==> src/hdl/host_link_pkg.sv <==
`default_nettype none

package host_link_pkg;

  // host stream and frame message widths
  localparam int host_word_w = 32;
  localparam int frame_msg_w = 64;

  // header layout
  localparam int tag_lsb    = 0;
  localparam int tag_w      = 8;
  localparam int opcode_lsb = 8;
  localparam int opcode_w   = 8;

  localparam logic [tag_w-1:0] hdr_tag = 8'h08;  // low byte of every valid header

  localparam logic [opcode_w-1:0] op_nop    = 8'h00;
  localparam logic [opcode_w-1:0] op_config = 8'h01;
  localparam logic [opcode_w-1:0] op_start  = 8'h09;

  // frame message, msb first: index, stride, exposure bits
  localparam int frame_idx_w      = 16;
  localparam int frame_stride_w   = 16;
  localparam int frame_exposure_w = 32;

  typedef struct packed {
    logic [frame_stride_w-1:0] stride;  // upper half
    logic [15:0]               exposure_clocks;
  } param_cfg_t;

  typedef struct packed {
    logic [15:0] unused;  // ignored by START
    logic [15:0] frame_count;
  } param_run_t;

  // second command word, read as cfg for CONFIG and as run for START
  typedef union packed {
    param_cfg_t cfg;
    param_run_t run;
  } param_word_u;

endpackage

`default_nettype wire

==> src/hdl/stream_fifo.sv <==
`timescale 1ns/1ps
`default_nettype none

module stream_fifo #(
  parameter int width = 32,
  parameter int depth = 16
) (
  input  wire logic             BUS_CLK,
  input  wire logic             rst_n,
  input  wire logic [width-1:0] din,
  input  wire logic             wren,
  input  wire logic             rden,
  output logic      [width-1:0] dout,
  output logic                  empty,
  output logic                  full,
  output logic                  high
);

  localparam int ptr_w = (depth > 1) ? $clog2(depth) : 1;
  localparam int cnt_w = $clog2(depth + 1);

  logic [width-1:0] mem [depth];  // no reset on storage
  logic [ptr_w-1:0] wr_ptr;
  logic [ptr_w-1:0] rd_ptr;
  logic [cnt_w-1:0] count;
  logic             do_write;
  logic             do_read;

  assign do_write = wren && !full;
  assign do_read  = rden && !empty;

  assign dout  = mem[rd_ptr];  // first word falls through
  assign empty = (count == '0);
  assign full  = (count == cnt_w'(depth));
  assign high  = (count >= cnt_w'(depth - 2));  // high-water mark

  always_ff @(posedge BUS_CLK) begin
    if (do_write) begin
      mem[wr_ptr] <= din;
    end
  end

  always_ff @(posedge BUS_CLK or negedge rst_n) begin
    if (!rst_n) begin
      wr_ptr <= '0;
      rd_ptr <= '0;
      count  <= '0;
    end else begin
      if (do_write) begin
        wr_ptr <= (wr_ptr == ptr_w'(depth - 1)) ? '0 : wr_ptr + 1'b1;  // wrap
      end
      if (do_read) begin
        rd_ptr <= (rd_ptr == ptr_w'(depth - 1)) ? '0 : rd_ptr + 1'b1;
      end
      case ({do_write, do_read})
        2'b10:   count <= count + 1'b1;
        2'b01:   count <= count - 1'b1;
        default: count <= count;  // both or neither
      endcase
    end
  end

endmodule

`default_nettype wire

==> src/hdl/cmd_assembler.sv <==
`timescale 1ns/1ps
`default_nettype none

module cmd_assembler (
  input  wire logic                                   BUS_CLK,
  input  wire logic                                   rst_n,
  input  wire logic [host_link_pkg::host_word_w-1:0]  fifo_dout,
  input  wire logic                                   fifo_empty,
  output logic                                        fifo_rden,
  output logic                                        cmd_valid,
  output logic      [host_link_pkg::opcode_w-1:0]     cmd_opcode,
  output host_link_pkg::param_word_u                  cmd_param,
  output logic      [host_link_pkg::host_word_w-1:0]  cmd_exposure,
  output logic                                        cmd_bad,
  input  wire logic                                   cmd_take
);

  import host_link_pkg::*;

  logic [1:0]       word_cnt;  // 0 header, 1 param, 2 exposure
  logic [tag_w-1:0] hdr_tag_r;
  logic             known_op;

  assign fifo_rden = !fifo_empty && !cmd_valid;  // stall while holding

  assign known_op = (cmd_opcode == op_nop) || (cmd_opcode == op_config) ||
                    (cmd_opcode == op_start);
  // nop skips the tag check so an all-zero command passes
  assign cmd_bad  = cmd_valid &&
                    (!known_op || ((cmd_opcode != op_nop) && (hdr_tag_r != hdr_tag)));

  always_ff @(posedge BUS_CLK or negedge rst_n) begin
    if (!rst_n) begin
      word_cnt  <= 2'd0;
      cmd_valid <= 1'b0;
    end else begin
      if (cmd_valid && cmd_take) begin
        cmd_valid <= 1'b0;  // sequencer consumed it
      end
      if (fifo_rden) begin
        if (word_cnt == 2'd2) begin
          word_cnt  <= 2'd0;
          cmd_valid <= 1'b1;
        end else begin
          word_cnt <= word_cnt + 2'd1;
        end
      end
    end
  end

  // payload registers
  always_ff @(posedge BUS_CLK) begin
    if (fifo_rden) begin
      case (word_cnt)
        2'd0: begin
          cmd_opcode <= fifo_dout[opcode_lsb +: opcode_w];
          hdr_tag_r  <= fifo_dout[tag_lsb +: tag_w];
        end
        2'd1:    cmd_param    <= fifo_dout;
        default: cmd_exposure <= fifo_dout;
      endcase
    end
  end

endmodule

`default_nettype wire

==> src/hdl/frame_sequencer.sv <==
`timescale 1ns/1ps
`default_nettype none

module frame_sequencer (
  input  wire logic                                   BUS_CLK,
  input  wire logic                                   rst_n,
  input  wire logic                                   cmd_valid,
  input  wire logic [host_link_pkg::opcode_w-1:0]     cmd_opcode,
  input  wire host_link_pkg::param_word_u             cmd_param,
  input  wire logic [host_link_pkg::host_word_w-1:0]  cmd_exposure,
  input  wire logic                                   cmd_bad,
  output logic                                        cmd_take,
  output logic                                        frame_wren,
  output logic      [host_link_pkg::frame_msg_w-1:0]  frame_data,
  input  wire logic                                   frame_high,
  output logic                                        burst_done,
  output logic                                        app_running,
  output logic                                        app_error
);

  import host_link_pkg::*;

  localparam logic [1:0] st_idle = 2'd0;
  localparam logic [1:0] st_wait = 2'd1;  // exposure period running
  localparam logic [1:0] st_emit = 2'd2;

  logic [1:0]                  state;
  logic [frame_stride_w-1:0]   stride;
  logic [15:0]                 exp_clocks;
  logic [frame_exposure_w-1:0] exposure_bits;
  logic [15:0]                 frame_total;
  logic [frame_idx_w-1:0]      frame_idx;
  logic [15:0]                 pace;
  logic                        done_seen;  // a burst has finished since reset

  // a valid CONFIG waits until the burst ends, everything else goes at once
  assign cmd_take = cmd_valid &&
                    ((state == st_idle) || cmd_bad || (cmd_opcode != op_config));

  assign frame_wren  = (state == st_emit) && !frame_high;  // back-pressure
  assign frame_data  = {frame_idx, stride, exposure_bits};
  assign app_running = (state != st_idle);
  assign burst_done  = (state == st_idle) && done_seen;

  always_ff @(posedge BUS_CLK or negedge rst_n) begin
    if (!rst_n) begin
      state         <= st_idle;
      stride        <= '0;
      exp_clocks    <= '0;
      exposure_bits <= '0;
      frame_total   <= '0;
      frame_idx     <= '0;
      pace          <= '0;
      done_seen     <= 1'b0;
      app_error     <= 1'b0;
    end else begin
      if (cmd_take) begin
        if (cmd_bad) begin
          app_error <= 1'b1;  // sticky until reset
        end else begin
          case (cmd_opcode)
            op_config: begin
              stride        <= cmd_param.cfg.stride;
              exp_clocks    <= cmd_param.cfg.exposure_clocks;
              exposure_bits <= cmd_exposure;
            end
            op_start: begin
              if (state != st_idle) begin
                app_error <= 1'b1;  // START during a burst is dropped
              end else if (cmd_param.run.frame_count == 16'd0) begin
                done_seen <= 1'b1;  // empty burst
              end else begin
                frame_total <= cmd_param.run.frame_count;
                frame_idx   <= '0;
                state       <= st_emit;
              end
            end
            default: ;  // nop
          endcase
        end
      end

      case (state)
        st_emit: begin
          if (frame_wren) begin
            frame_idx <= frame_idx + 16'd1;
            if (frame_idx + 16'd1 == frame_total) begin
              state     <= st_idle;
              done_seen <= 1'b1;
            end else if (exp_clocks > 16'd1) begin
              pace  <= exp_clocks - 16'd2;
              state <= st_wait;
            end
            // 0 or 1 clock period, next frame right away
          end
        end
        st_wait: begin
          if (pace == 16'd0) begin
            state <= st_emit;
          end else begin
            pace <= pace - 16'd1;
          end
        end
        default: ;
      endcase
    end
  end

endmodule

`default_nettype wire

==> src/hdl/upstream_serializer.sv <==
`timescale 1ns/1ps
`default_nettype none

module upstream_serializer (
  input  wire logic                                   BUS_CLK,
  input  wire logic                                   rst_n,
  input  wire logic [host_link_pkg::frame_msg_w-1:0]  fifo_dout,
  input  wire logic                                   fifo_empty,
  output logic                                        fifo_rden,
  input  wire logic                                   burst_done,
  input  wire logic                                   rd_rden,
  output logic      [host_link_pkg::host_word_w-1:0]  rd_data,
  output logic                                        rd_empty,
  output logic                                        rd_eof
);

  import host_link_pkg::*;

  logic half;  // 1 once the low word has gone out
  logic take;

  assign rd_empty  = fifo_empty;
  assign take      = rd_rden && !fifo_empty;
  assign fifo_rden = take && half;  // pop after the high word

  assign rd_data = half ? fifo_dout[frame_msg_w-1:host_word_w]
                        : fifo_dout[host_word_w-1:0];

  // nothing left to drain and the sequencer has finished
  assign rd_eof = burst_done && fifo_empty && !half;

  always_ff @(posedge BUS_CLK or negedge rst_n) begin
    if (!rst_n) begin
      half <= 1'b0;
    end else if (take) begin
      half <= !half;
    end
  end

endmodule

`default_nettype wire

==> src/hdl/host_link_top.sv <==
`timescale 1ns/1ps
`default_nettype none

module host_link_top #(
  parameter int cmd_depth   = 16,
  parameter int frame_depth = 8
) (
  input  wire logic                                   BUS_CLK,
  input  wire logic                                   rst_n,
  input  wire logic                                   wr_wren,
  input  wire logic [host_link_pkg::host_word_w-1:0]  wr_data,
  output logic                                        wr_full,
  input  wire logic                                   rd_rden,
  output logic      [host_link_pkg::host_word_w-1:0]  rd_data,
  output logic                                        rd_empty,
  output logic                                        rd_eof,
  output logic                                        app_running,
  output logic                                        app_error
);

  import host_link_pkg::*;

  logic [host_word_w-1:0] cmd_dout;
  logic                   cmd_empty;
  logic                   cmd_rden;
  logic                   cmd_valid;
  logic [opcode_w-1:0]    cmd_opcode;
  param_word_u            cmd_param;
  logic [host_word_w-1:0] cmd_exposure;
  logic                   cmd_bad;
  logic                   cmd_take;
  logic                   frame_wren;
  logic [frame_msg_w-1:0] frame_data;
  logic                   frame_high;
  logic [frame_msg_w-1:0] frame_dout;
  logic                   frame_empty;
  logic                   frame_rden;
  logic                   burst_done;

  // host write stream, high-water flag throttles the host
  stream_fifo #(.width(host_word_w), .depth(cmd_depth)) cmd_fifo (
    .BUS_CLK(BUS_CLK), .rst_n(rst_n),
    .din(wr_data), .wren(wr_wren), .rden(cmd_rden),
    .dout(cmd_dout), .empty(cmd_empty), .full(), .high(wr_full)
  );

  cmd_assembler cmd_assembler_i (
    .BUS_CLK(BUS_CLK), .rst_n(rst_n),
    .fifo_dout(cmd_dout), .fifo_empty(cmd_empty), .fifo_rden(cmd_rden),
    .cmd_valid(cmd_valid), .cmd_opcode(cmd_opcode), .cmd_param(cmd_param),
    .cmd_exposure(cmd_exposure), .cmd_bad(cmd_bad), .cmd_take(cmd_take)
  );

  frame_sequencer frame_sequencer_i (
    .BUS_CLK(BUS_CLK), .rst_n(rst_n),
    .cmd_valid(cmd_valid), .cmd_opcode(cmd_opcode), .cmd_param(cmd_param),
    .cmd_exposure(cmd_exposure), .cmd_bad(cmd_bad), .cmd_take(cmd_take),
    .frame_wren(frame_wren), .frame_data(frame_data), .frame_high(frame_high),
    .burst_done(burst_done), .app_running(app_running), .app_error(app_error)
  );

  stream_fifo #(.width(frame_msg_w), .depth(frame_depth)) frame_fifo (
    .BUS_CLK(BUS_CLK), .rst_n(rst_n),
    .din(frame_data), .wren(frame_wren), .rden(frame_rden),
    .dout(frame_dout), .empty(frame_empty), .full(), .high(frame_high)
  );

  upstream_serializer upstream_serializer_i (
    .BUS_CLK(BUS_CLK), .rst_n(rst_n),
    .fifo_dout(frame_dout), .fifo_empty(frame_empty), .fifo_rden(frame_rden),
    .burst_done(burst_done), .rd_rden(rd_rden), .rd_data(rd_data),
    .rd_empty(rd_empty), .rd_eof(rd_eof)
  );

endmodule

`default_nettype wire

==> config.mk <==
export PLATFORM = sky130hd
export DESIGN_NAME = host_link_top
export DESIGN_NICKNAME = d
export VERILOG_FILES = /design/src/hdl/host_link_pkg.sv /design/src/hdl/stream_fifo.sv /design/src/hdl/cmd_assembler.sv /design/src/hdl/frame_sequencer.sv /design/src/hdl/upstream_serializer.sv /design/src/hdl/host_link_top.sv
export SDC_FILE = /design/constraint.sdc
export NUM_CORES = 1
export LEC_CHECK = 0
export BUFFER_PORTS_ARGS = -buffer_cell sky130_fd_sc_hd__buf_2
export CAP_MARGIN = 30
export CORE_MARGIN = 3
export CORE_UTILIZATION = 30
export DETAILED_ROUTE_END_ITERATION = 12
export SYNTH_ARGS = -nofsm -noshare
export SYNTH_HDL_FRONTEND = slang
export SYNTH_SLANG_ARGS = --single-unit
==> constraint.sdc <==
create_clock -name BUS_CLK -period 9.93 [get_ports BUS_CLK]
set_input_delay 0 -clock BUS_CLK [delete_from_list [all_inputs] [get_ports BUS_CLK]]
set_output_delay 0 -clock BUS_CLK [all_outputs]
set_load 0.05 [all_outputs]
==> results of run 1 <==
## stage by stage
step / instance area (sq um) / instances / setup WS [ps] / hold slack (ps)
after floorplan: 48270 / 2234 / 1694 / -295.6
after global placement: 51450 / 4390 / 6028 / 145.9
after detailed placement: 51630 / 4397 / 6041 / 164.8
after CTS: 55760 / 4649 / 5649 / 126.9
after global routing: 55790 / 4651 / 5562 / 191.9
final: 55800 / 4655 / 5767 / 186.6
## cells in the mapped netlist, types with 4 or more instances
cell	count	area, sq um
a31oi_1	5	31.28
nor4_1	9	56.30
nand2_1	65	244.0
clkbuf_1	73	274.0
or4_4	4	45.04
inv_1	33	123.9
nor2_1	50	187.7
edfxtp_1	1104	33150
buf_1	31	116.4
mux2_2	82	923.4
mux4_2	320	7207
ha_1	22	275.3
a21o_1	10	75.07
nand4_1	11	68.82
a22o_1	6	52.55
a21oi_1	15	75.07
or4_1	7	52.55
nand2b_1	9	56.30
o31ai_1	9	67.56
and3_1	6	37.54
nand3_1	32	160.2
xor2_1	14	122.6
o21ai_0	48	240.2
or3_1	7	43.79
buf_2	4	20.02
nor3_1	22	110.1
and2_1	4	25.02
dfrtp_1	143	3578
a311oi_1	4	35.03
a22oi_2	5	62.56
o41ai_1	4	35.03
xnor2_1	32	280.3
## logic make-up (layout without fill, tap and decap cells)
logic type | after synthesis | count (layout) | synth area share
XOR/XNOR | 46 | 46 | 0.008347
AO/OA/AOI/OAI | 119 | 119 | 0.01656
multiplexers | 405 | 405 | 0.1691
flip-flops | 1247 | 1247 | 0.7610
buffers and inverters | 145 | 415 | 0.01177
adder cells (fa/ha/maj) | 24 | 24 | 0.006533
other | 0 | 5 | 0
AND/OR/NAND/NOR | 248 | 248 | 0.02673
## sequential cells by signal, indices dropped and copies added, names as in the netlist, 4 cells and up
name / flops
frame_fifo.count: 4
frame_sequencer_i.frame_idx: 16
frame_sequencer_i.exp_clocks: 16
frame_sequencer_i.frame_total: 16
frame_sequencer_i.exposure_bits: 32
cmd_assembler_i.cmd_param: 32
frame_fifo.mem: 512
frame_sequencer_i.pace: 16
cmd_fifo.wr_ptr: 4
cmd_fifo.count: 5
cmd_assembler_i.cmd_exposure: 32
cmd_assembler_i.hdr_tag_r: 8
cmd_fifo.rd_ptr: 4
cmd_fifo.mem: 512
frame_sequencer_i.stride: 16
cmd_assembler_i.cmd_opcode: 8
## worst max-delay path, cell delays in order, from the launching register on
cell,delay [ps]
dfrtp_4,720
buf_4,610
buf_4,790
mux4_2,430
mux4_2,570
buf_2,250
## where the power goes
| group | switching, W | internal [W] |
|---|---|---|
| Combinational | 0.00164 | 0.00127 |
| Sequential | 0.000428 | 0.00627 |
| Clock | 0.00187 | 0.00248 |
| Total | 0.00394 | 0.0100 |
## worst paths after layout
kind	slack [ps]	cells after the start	startpoint	endpoint
worst min register to register	470	1	cmd_assembler_i.cmd_exposure[17]$_DFFE_PP_	frame_sequencer_i.exposure_bits[17]$_DFFE_PN0P_
max in group asynchronous	8950	5	rst_n	cmd_fifo.rd_ptr[1]$_DFFE_PN0P_
worst max-delay path	5770	5	frame_fifo.rd_ptr[1]$_DFFE_PN0P_	rd_data[1]
min in group asynchronous	230	3	rst_n	frame_sequencer_i.frame_total[7]$_DFFE_PN0P_
worst max register to register	6060	7	frame_sequencer_i.state[0]$_DFF_PN0_	frame_fifo.mem[2][21]$_DFFE_PP_
worst min-delay path	190	4	rd_rden	upstream_serializer_i.half$_DFFE_PN0P_
## cell usage in the layout, fill, tap and decap left out, types with 35 or more instances in the layout
cell type | Yosys | layout
clkbuf_16 | 0 | 115
mux4_2 | 320 | 320
edfxtp_1 | 1104 | 1104
o21ai_0 | 48 | 48
buf_4 | 1 | 50
dlygate4sd3_1 | 0 | 36
nand2_1 | 65 | 65
nor2_1 | 50 | 35
dfrtp_1 | 143 | 135
mux2_2 | 82 | 82
buf_2 | 4 | 71
## area by class of cell
| class | instances | share of cell area |
|---|---|---|
| antenna | 5 | 0.0002242 |
| sequential | 1247 | 0.6586 |
| timing repair buffer | 166 | 0.02370 |
| tap | 2146 | 0.04812 |
| clock inverter | 60 | 0.01014 |
| clock buffer | 155 | 0.05696 |
| inverter | 34 | 0.002287 |
| multi-input combinational | 842 | 0.1999 |
## per-layer routing
metal | global-route usage | share of wire | vias up
li1 | - | - | 9621
met1 | 0.1769 | 0.44 | 11980
met2 | 0.2014 | 0.48 | 631
met3 | 0.02618 | 0.064 | 134
met4 | 0.03121 | 0.019 | 14
met5 | 0 | 0.00097 | -
==> run summary, run 1 <==
The number of endpoints with negative hold slack in the final report came out at 0. The total leakage power is 19.27 nW. The largest driver fanout on the critical path was 57. Synthesis inferred 1247 register bits. TritonCTS built the clock tree. The initial core utilization is 0.3034, and the share of post-route cells with drive strength above 1 is 0.3027. At the end of the flow, the number of nets in the layout was 2465. The minimum period implied by the final worst setup slack was 4163 ps; the count of final max-slew check failures was 0. The number of resized instances in the post-cts repair step came out at 0. The logs give 0 for the total overflow reported by the global router and 0.1263 for the global-route total usage across every layer. The pin slew with the least headroom to its limit works out to 1005 ps.

The number of vias per cell is 4.808. STA classifies the critical path startpoint as a flip-flop. The floorplan has 146 rows. The tools report the sequential standard cell area as 36750 sq um. The total routed wirelength is 105400 um, and the global-route wire length before repair is 157200 um.

Share of the clock period used by the worst path after layout: 0.4192. Each instance of the synthesized netlist takes up on average 21.61 sq um. The total of buffers placed on input and output ports was 72.

The flow ran to the end, and the final reports show no timing, DRC or antenna violations. The worst slew margin relative to its limit is 0.3257, and the remaining antenna violation count is 0. The logs give 48270 sq um for the area of the mapped netlist and 79 for the pin count of the biggest net entering global routing.

For this design the ratio of total power to cell area is 250.2 nW/um^2. After routing, the total negative slack on setup checks comes to 0 ps. The setup path with the least slack is of type reg2out. The primary flip-flop cell chosen by synthesis mapping is edfxtp_1. Clock-pin slew was measured on the worst setup and hold paths at 60 ps.

The number of different library cells used by synthesis comes to 59. The final standard cell utilization of the core was 0.3507; the number of ports placed on the die boundary was 73. The number of optimization iterations in the first detailed-route pass was 5; the max-cap check violation count was 0. The logs give 37 for the number of buffers inserted for hold repair after clock tree synthesis and 1247 for the clock sink total. Cell count after synthesis: 2234. Synthesis produced a netlist with a net count of 2294. Data on the critical path arrives at its endpoint at 4160 ps. The tools report the number of antenna violations at the first check in global routing as 9. The synthesized design contains 1104 enable-type register cells. Setup repair after global routing left no endpoint under its margin.

The area occupied by multi-input gates was 11160 sq um; the clock insertion delay at the later pin of the skew report was 700 ps. The routed length per instance is 22.65 um, and the share of synthesized area occupied by flip-flops and latches is 0.7610. Based on the critical path, the design can be clocked at up to 0.2402 GHz. The design draws 0.01396 W.

Buffers inserted during clock tree synthesis total 114. At the end of routability-driven placement, the weighted congestion stood at 0.7573. The peak ir drop on the vdd network was 0.0001990 V; the detailed-route via count was 22.38k. Setup violations remaining at the end of the flow were counted as 0. Compared with the post-synthesis result, the final layout area differs by 15.60%. For the post-CTS setup-driven buffer insertion count, the log shows 0. For this run, design rule violations remaining after detail routing come to 0. The core region is 159100 sq um. The endpoint type of the worst setup path is a primary output.

The run gives 22.77k as the number of global-route vias before repair. The clock passes through at most 3 buffers. The worst hold-check path type is in2reg.

The logs give 60730 um for the detailed-placement wirelength estimate and 9930 ps for the data required time of the worst path. During synthesis, Yosys emitted a total of 0 warnings. For the final database, setup skew stands at 17.44 ps. The tree is rooted in a clkbuf_16. The layout has 14.66k filler cells.

The floorplan step set the die height to 407.1 um. The deepest level of the CTS H-tree is 3, and the horizontal extent of the die is 407.1 um. For the area of the die, the log shows 165700 sq um.

The post-synthesis async set-or-reset flop share is 0.1147, and the first-iteration detailed-routing DRC count is 1821.
Power figures use the tool's default switching activity.
==> inputs of run 2 (changes only) <==
==> constraint.sdc (replaced) <==
create_clock -name BUS_CLK -period 4.3 [get_ports BUS_CLK]
set_input_delay 0 -clock BUS_CLK [delete_from_list [all_inputs] [get_ports BUS_CLK]]
set_output_delay 0 -clock BUS_CLK [all_outputs]
set_load 0.05 [all_outputs]
==> run 2 against run 1 <==
First-iteration DRC count increased by 20%; via count about the same; highest routed layer unchanged; cell count increased by 0.24%; critical path type is now reg2reg; worst setup slack worse by 4800 ps; register-to-register slack got worse by 5100 ps; sequential share of layout area decreased by 0.42 points; clock skew increased by 4.8 ps; clock power up 140%; total power grew 140%.
==> run summary, run 2 (synthesis gave the netlist of run 1 again) <==
Count of final max-slew check failures: 0 (unchanged). For the number of global-route vias before repair, the log shows 23.23k (was 22.77k). The logs give 22.39k (was 22.38k) for the detailed-route via count and 2476 (was 2465) for the count of nets after finishing.

The number of optimization iterations in the first detailed-route pass is 5 (unchanged), and the remaining antenna violation count is 0 (unchanged). The tools report the final weighted congestion of routability-driven global placement as 0.8028 (was 0.7573). The maximum count of clock buffers along a single path was 3 (unchanged). The worst endpoint data arrival time was 3980 ps (was 4160 ps). For the clock sink total, the log shows 1247 (unchanged). The deepest level of the CTS H-tree came out at 3 (unchanged).

The number of resized instances in the post-cts repair step was 0 (unchanged). The share of the clock period used by the worst path after layout is 0.7854. The tools report the global-route wire length before repair as 159100 um (was 157200 um).

The endpoint type of the worst setup path was a flip-flop (was a primary output). The total leakage power is 19.38 nW (was 19.27 nW). The max-cap check violation count came out at 0 (unchanged). For the setup TNS after final layout, the log shows 0 ps (unchanged).

Regs by FF count: cmd_fifo.mem: 512 flops, frame_fifo.mem: 512 flops (unchanged). The tools report the overall power of the completed layout as 0.03283 W (was 0.01396 W). The logs give 0 (unchanged) for the number of remaining DRC errors and 75 (was 79) for the pin count of the biggest net entering global routing. The layout overhead on the synthesized area was 16.34% (was 15.60%).

The routed length per instance works out to 22.83 um (was 22.65 um). For the number of endpoints with negative hold slack in the final report, the log shows 0 (unchanged). The final hold slack was 182.7 ps (was 186.6 ps). The run gives 115 (was 114) as the CTS buffer count. The clock input transition at the sequential cells of the worst setup and hold paths was 70 ps (was 60 ps).

The count of standard-cell rows is 146 (unchanged), and the post-CTS setup-driven buffer insertion count is 0 (unchanged). The clock insertion delay at the later pin of the skew report was 720 ps (was 700 ps). Most common cell after layout, fill and taps aside: edfxtp_1 (unchanged).

The run finished with clean final reports. The cell depth of the worst flop-to-flop path was 8 (was 7); the area occupied by multi-input gates was 11180 sq um (was 11160 sq um). The filler cell count came out at 14.63k (was 14.66k). Setup repair after global routing left no endpoint under its margin.

The power density normalized to cell area is 584.6 nW/um^2 (was 250.2 nW/um^2). The worst hold-check path type was in2reg (unchanged). Cells along the critical path: ha_1, nand3_1, or4_4, or4_4, nand4_2, nand4_2, and2_4, a32o_1 (was buf_4, buf_4, mux4_2, mux4_2, buf_2).

The cell chosen for the clock root is clkbuf_16 (unchanged). For the sequential standard cell area, the log shows 36750 sq um (unchanged). The tools report the number of endpoints failing setup at the final stage as 0 (unchanged). For the total overflow reported by the global router, the log shows 0 (unchanged).

The minimum period implied by the final worst setup slack was 3377 ps; the largest driver fanout on the critical path was 16 (was 57). TritonCTS built the clock tree. Placeable core area: 159100 sq um (unchanged). The total routed wirelength came out at 106500 um (was 105400 um). The startpoint class of the critical path was a flip-flop (unchanged). The tools report the worst-case clock skew as 22.29 ps (was 17.44 ps). The classification of the worst setup path is reg2reg (was reg2out). The number of vias per cell is 4.797 (was 4.808), and the area of the die is 165700 sq um (unchanged). Highest cell delay on the worst timing path: 610 ps (was 790 ps).

For this run, the top clock speed supported by timing is 0.2961 GHz. The worst hold path cell count was 4 (unchanged). The global-route total usage across every layer came out at 0.1282 (was 0.1263). The slowest cell on the critical path was or4_4 (was buf_4).

The height of the chip is 407.1 um (unchanged), and the horizontal extent of the die is 407.1 um (unchanged). The peak ir drop on the vdd network came out at 0.0003726 V (was 0.0001990 V). Leading cell types in the layout, fill and taps excluded: edfxtp_1, mux4_2, dfrtp_1 (unchanged).

The share of post-route cells with drive strength above 1 was 0.3091 (was 0.3027). The number of ports placed on the die boundary is 73 (unchanged), and the first-iteration detailed-routing DRC count is 2177 (was 1821). The pin slew with the least headroom to its limit was 903.6 ps (was 1005 ps); the detailed-placement wirelength estimate was 60880 um (was 60730 um). The total of buffers placed on input and output ports is 72 (unchanged).

The tools report the initial core utilization as 0.3034 (unchanged). The data required time of the worst path was 4900 ps (was 9930 ps); the worst slew margin relative to its limit was 0.3962 (was 0.3257). The number of antenna violations at the first check in global routing is 9 (unchanged).
-- run 2: power by group --
| part | internal, W | switching (W) | total (W) |
|---|---|---|---|
| clock network | 0.00586 | 0.00443 | 0.0103 |
| logic | 0.00305 | 0.00413 | 0.00718 |
| registers | 0.0145 | 0.000885 | 0.0154 |
-- run 2: through the flow --
step / utilization / setup slack (ps) / cell area (sq um) / instances
after global placement: 0.3258 / 942.9 / 51840 / 4403
after CTS: 0.3525 / 904.0 / 56090 / 4661
after floorplan: - / -275.5 / 48300 / 2234
after global routing: 0.3529 / 715.5 / 56140 / 4663
after detailed placement: 0.3261 / 902.0 / 51880 / 4406
final: 0.3529 / 922.8 / 56150 / 4666
-- run 2: worst paths after layout --
| path | from | end | slack (ps) |
|---|---|---|---|
| setup / recovery | frame_sequencer_i.frame_idx[1]$_DFF_PN0_ | frame_sequencer_i.pace[13]$_DFFE_PN0P_ | 920 |
| hold / removal | rd_rden | upstream_serializer_i.half$_DFFE_PN0P_ | 180 |
| setup reg to reg | frame_sequencer_i.frame_idx[1]$_DFF_PN0_ | frame_sequencer_i.pace[13]$_DFFE_PN0P_ | 920 |
| hold reg to reg | cmd_assembler_i.cmd_exposure[13]$_DFFE_PP_ | frame_sequencer_i.exposure_bits[13]$_DFFE_PN0P_ | 480 |
| max in group asynchronous | rst_n | cmd_fifo.rd_ptr[1]$_DFFE_PN0P_ | 2800 |
| min in group asynchronous | rst_n | frame_sequencer_i.stride[11]$_DFFE_PN0P_ | 510 |
-- run 2: routing by layer --
layer,global-route usage,routed length (um),up-vias
met4,0.03140,2057,2
met2,0.2036,50780,573
met5,0,9,-
met1,0.1834,47790,12020
li1,-,-,9642
met3,0.02220,5889,145
-- run 2: worst max-delay path: cells and delay by family (launching register included) --
| kind | cells | cell delay (ps) |
|---|---|---|
| adder cells (fa/ha/maj) | 1 | 320 |
| flip-flops | 1 | 560 |
| AO/OA/AOI/OAI | 1 | 230 |
| AND/OR/NAND/NOR | 6 | 2140 |
-- run 2: final cells by class --
cell class	count	share of cell area
antenna	3	0.0001337
clock buffer	150	0.05649
clock inverter	68	0.01181
inverter	34	0.002273
multi-input combinational	842	0.1992
sequential	1247	0.6545
tap	2146	0.04782
timing repair buffer	176	0.02783
-- run 2: repair_timing --
item                                   4_1_cts  5_1_grt
endpoints found under the hold margin      662        0
hold buffers                                37        0
setup endpoints to repair                    0        0
==> inputs of run 3 (changes only) <==
--- a/config.mk
+++ b/config.mk
@@ -5,6 +5,7 @@
 export SDC_FILE = /design/constraint.sdc
 export NUM_CORES = 1
 export LEC_CHECK = 0
+export ABC_AREA = 1
 export BUFFER_PORTS_ARGS = -buffer_cell sky130_fd_sc_hd__buf_2
 export CAP_MARGIN = 30
 export CORE_MARGIN = 3
==> constraint.sdc (replaced) <==
create_clock -name BUS_CLK -period 2.91 [get_ports BUS_CLK]
set_input_delay 0 -clock BUS_CLK [delete_from_list [all_inputs] [get_ports BUS_CLK]]
set_output_delay 0 -clock BUS_CLK [all_outputs]
set_load 0.05 [all_outputs]
==> run 3 against run 2 <==
Total power is 74% higher; clock-buffer cell count rose by 1; synthesized cell count increased by 66%; first-iteration DRC count increased by 35%; sequential cell count stayed put; die area up 2.9%; cell count grew 31%; worst setup slack lost 800 ps.
==> run summary, run 3 <==
The flow ran to the end, and the final reports show no timing, DRC or antenna violations. The most congested layer reported by global routing is met2 (unchanged). The number of endpoints failing setup at the final stage is 0 (unchanged). The tools report the startpoint class of the critical path as a flip-flop (unchanged). The share of the synthesized area in the top cell type works out to 0.6669 (was 0.6869).

The tools report the met1 track utilization from global routing as 0.2004 (was 0.1834). The total routed wirelength was 121900 um (was 106500 um); the number of ports placed on the die boundary was 73 (unchanged). TritonCTS built the clock tree.

Counting I/O delays and the setup requirement, the final critical path takes 2784 ps. The worst endpoint data arrival time is 2780 ps (was 3980 ps). The clock input transition at the sequential cells of the worst setup and hold paths is 60 ps (was 70 ps), and the worst-case clock skew is 41.46 ps (was 22.29 ps).

The tools report the global-route met3 utilization as 0.01917 (was 0.02220). Leading cell types in the layout, fill and taps excluded: edfxtp_1, nor2_1, o21ai_0 (was edfxtp_1, mux4_2, dfrtp_1). The logs give 49710 sq um (was 48270 sq um) for the area of the mapped netlist and 3 (unchanged) for the deepest level of the CTS H-tree.

The routed length per instance was 20.02 um (was 22.83 um). The maximum count of clock buffers along a single path was 3 (unchanged); the post-synthesis async set-or-reset flop share was 0.1147 (unchanged). Worst flop-to-flop path endpoint: frame_sequencer_i.pace[0]$_DFFE_PN0P_ (was frame_sequencer_i.pace[13]$_DFFE_PN0P_).

The minimum setup slack among reg-to-reg paths was 280 ps (was 920 ps). Primary flip-flop cell chosen by synthesis mapping: edfxtp_1 (unchanged). The tools report the clock sink total as 1247 (unchanged). Most frequent cells after synthesis: edfxtp_1, nor2_1, o21ai_0 (was edfxtp_1, mux4_2, dfrtp_1).

For the final hold slack, the log shows 167.2 ps (was 182.7 ps). The classification of the worst setup path was reg2out (was reg2reg). The cell depth of the worst flop-to-flop path was 14 (was 8); the synthesis-stage register bit count was 1247 (unchanged). The share of the clock period used by the worst path after layout came out at 0.9566. The data required time of the worst path is 2910 ps (was 4900 ps), and the number of antenna violations at the first check in global routing is 2 (was 9).

The clock insertion delay at the later pin of the skew report was 730 ps (was 720 ps); the max-cap check violation count was 0 (unchanged). The area of the die is 170600 sq um (was 165700 sq um). The global-route met2 utilization came out at 0.2205 (was 0.2036). The detailed-placement wirelength estimate is 70360 um (was 60880 um), and the peak ir drop on the vdd network is 0.0008353 V (was 0.0003726 V). The number of remaining DRC errors was 0 (unchanged); the CTS buffer count was 114 (was 115). The tools report the share of synthesized area occupied by flip-flops and latches as 0.7389 (was 0.7610). The pin slew with the least headroom to its limit came out at 969.8 ps (was 903.6 ps). The startpoint of the worst register-to-register path is frame_sequencer_i.pace[0]$_DFFE_PN0P_ (was frame_sequencer_i.frame_idx[1]$_DFF_PN0_). The horizontal extent of the die was 413.1 um (was 407.1 um); the worst slew margin relative to its limit was 0.3519 (was 0.3962).

The run gives 148 (was 146) as the count of standard-cell rows. The library cell with the largest summed area after synthesis is edfxtp_1 (unchanged). Regs by FF count: cmd_fifo.mem: 512 flops, frame_fifo.mem: 512 flops (unchanged). Pin count of the biggest net entering global routing: 102 (was 75).

Setup repair after global routing left no endpoint under its margin. Average footprint of a synthesized cell: 13.44 sq um (was 21.61 sq um). The switching power is 0.02124 W (was 0.009439 W). The synthesized netlist net count came out at 3759 (was 2294).

The largest driver fanout on the critical path came out at 33 (was 16). Leading cell type by number of instances after synthesis: edfxtp_1 (unchanged). The cell internal power dissipation is 0.03600 W (was 0.02339 W), and the global-route wire length before repair is 182400 um (was 159100 um). Share of total power consumed by net switching: 0.3711 (was 0.2875). The count of warnings emitted by yosys is 0 (unchanged), and the number of vias per cell is 4.976 (was 4.797).

The total leakage power came out at 20.53 nW (was 19.38 nW). The total overflow reported by the global router came out at 0 (unchanged). The detailed-route via count was 30.30k (was 22.39k); the placeable core area was 163700 sq um (was 159100 sq um).

The tools report the last element of the critical path as rd_data[20] (was frame_sequencer_i.pace[13]$_DFFE_PN0P_). The height of the chip is 413.1 um (was 407.1 um). The area after detailed placement was 53480 sq um (was 51880 sq um). Static timing analysis puts the maximum clock frequency at 0.3592 GHz. For the setup TNS after final layout, the log shows 0 ps (unchanged).

The critical hold path startpoint was rd_rden (unchanged). The number of global-route vias before repair was 29.09k (was 23.23k); the share of post-route cells with drive strength above 1 was 0.1071 (was 0.3091). The relative contribution of the clock network to total power was 0.261 (was 0.313); the final weighted congestion of routability-driven global placement was 0.8139 (was 0.8028).

The logs give 0 (unchanged) for the remaining antenna violation count and 0.409 (was 0.468) for the sequential cell fraction of total power. The initial core utilization came out at 0.3037 (was 0.3034). The power density normalized to cell area is 990.9 nW/um^2 (was 584.6 nW/um^2), and the global-route total usage across every layer is 0.1392 (was 0.1282). The cell chosen for the clock root is clkbuf_16 (unchanged). The tools report the endpoint type of the worst setup path as a primary output (was a flip-flop).

The count of final max-slew check failures is 0 (unchanged), and the number of optimization iterations in the first detailed-route pass is 6 (was 5). The final instance area was 57760 sq um (was 56150 sq um). The filler cell count is 15.77k (was 14.63k). The layout overhead on the synthesized area works out to 16.20% (was 16.34%).

Dominant cells by area after synthesis: edfxtp_1, dfrtp_1, nor2_1, o21ai_0, mux2i_1 (was edfxtp_1, mux4_2, dfrtp_1, mux2_2, xnor2_1). The most common cell after layout, fill and taps aside is edfxtp_1 (unchanged). The number of endpoints with negative hold slack in the final report came out at 0 (unchanged). The share of power burned in combinational logic was 0.330 (was 0.219); the number of unique standard cell types used by synthesis was 48 (was 59). Worst hold-check path type: in2reg (unchanged). The final standard cell utilization of the core is 0.3529 (about the same).

The total of buffers placed on input and output ports came out at 72 (unchanged). The first element of the critical path was frame_fifo.rd_ptr[0]$_DFFE_PN0P_ (was frame_sequencer_i.frame_idx[1]$_DFF_PN0_). First-iteration detailed-routing DRC count: 2947 (was 2177). The number of synthesized flops with an enable pin is 1104 (unchanged).

The count of nets after finishing is 3873 (was 2476), and the cell count after synthesis is 3699 (was 2234).
==> run 3: changes by cell type in the layout (fill, tap and decap cells not counted), sizes merged, moves of 81 or more <==
cell	change
nor2	+525
mux4	-320
o21ai	+316
nand2	+295
o221ai	+153
mux2i	+151
inv	+142
nand3	+121
o32ai	+102
mux2	-81
==> run 3: routing by layer <==
| layer | wire (um) | up-vias | part of all wire |
|---|---|---|---|
| li1 | - | 13960 | - |
| met1 | 55830 | 15280 | 0.46 |
| met2 | 56480 | 871 | 0.46 |
| met3 | 6868 | 187 | 0.056 |
| met4 | 2725 | 0 | 0.022 |
| met5 | 0 | - | 0 |
==> run 3: final cells by class <==
cell class / instances / area (sq um) / area share
antenna: 2 / 5.005 / 0.00008665
clock buffer: 151 / 3073 / 0.05320
clock inverter: 65 / 656.9 / 0.01137
inverter: 181 / 696.9 / 0.01207
multi-input combinational: 2055 / 11690 / 0.2023
sequential: 1247 / 36750 / 0.6363
tap: 2175 / 2721 / 0.04711
timing repair buffer: 214 / 2171 / 0.03758
==> run 3: cells by family after synthesis <==
group | count (synthesis) | synth area share
simple gates | 1139 | 0.09457
mux | 155 | 0.03124
flops | 1247 | 0.7389
compound gates | 718 | 0.09454
xor+xnor | 19 | 0.003348
buf+inv | 397 | 0.03106
fa+ha+maj | 24 | 0.006343
==> run 3: worst min path at each step <==
| stage | endpoint | slack [ps] | depth (start not counted) |
|---|---|---|---|
| after floorplan | cmd_assembler_i.cmd_valid$_DFF_PN0_ | -300 | 0 |
| after global placement | frame_fifo.rd_ptr[0]$_DFFE_PN0P_ | 30 | 1 |
| after detailed placement | frame_fifo.count[1]$_DFFE_PN0P_ | 30 | 1 |
| after CTS | upstream_serializer_i.half$_DFFE_PN0P_ | 160 | 4 |
| after global routing | upstream_serializer_i.half$_DFFE_PN0P_ | 170 | 4 |
| final | upstream_serializer_i.half$_DFFE_PN0P_ | 170 | 4 |
==> run 3: repair_timing <==
action / 4_1_cts / 5_1_grt
pin swaps: 0 / 2
cloned: 0 / 2
setup buffers: 0 / 4
setup endpoints to repair: 8 / 32
hold endpoints to repair: 680 / 0
gates resized for setup: 8 / 11
hold buffers: 37 / 0
==> run 3: critical path, stage by stage (launching register included) <==
cell      delay [ps]
dfrtp_4          480
buf_12           160
clkinv_8         130
buf_12           220
nor2_1            60
o32ai_1          220
o211ai_1         260
nand2_1          240
clkbuf_4         270
==> run 3: metrics by stage <==
stage          std cells  total power [W]  setup slack, ps
3_5_place_dp        5829          0.04240            258.5
2_1_floorplan       3699          0.03522           -259.3
5_1_grt             6088          0.06018            19.68
6_report            6090          0.05724            126.3
3_3_place_gp        5829          0.04211            334.5
4_1_cts             6082          0.05740           0.8649
==> run 3: power by group through the flow <==
stage	Combinational (W)	Clock (W)	Sequential, W
floorplan	0.0122	0	0.0231
CTS	0.0187	0.0152	0.0235
global placement	0.0183	0	0.0238
detailed placement	0.0186	0	0.0238
finish	0.0189	0.0149	0.0234
global route	0.0207	0.0159	0.0236
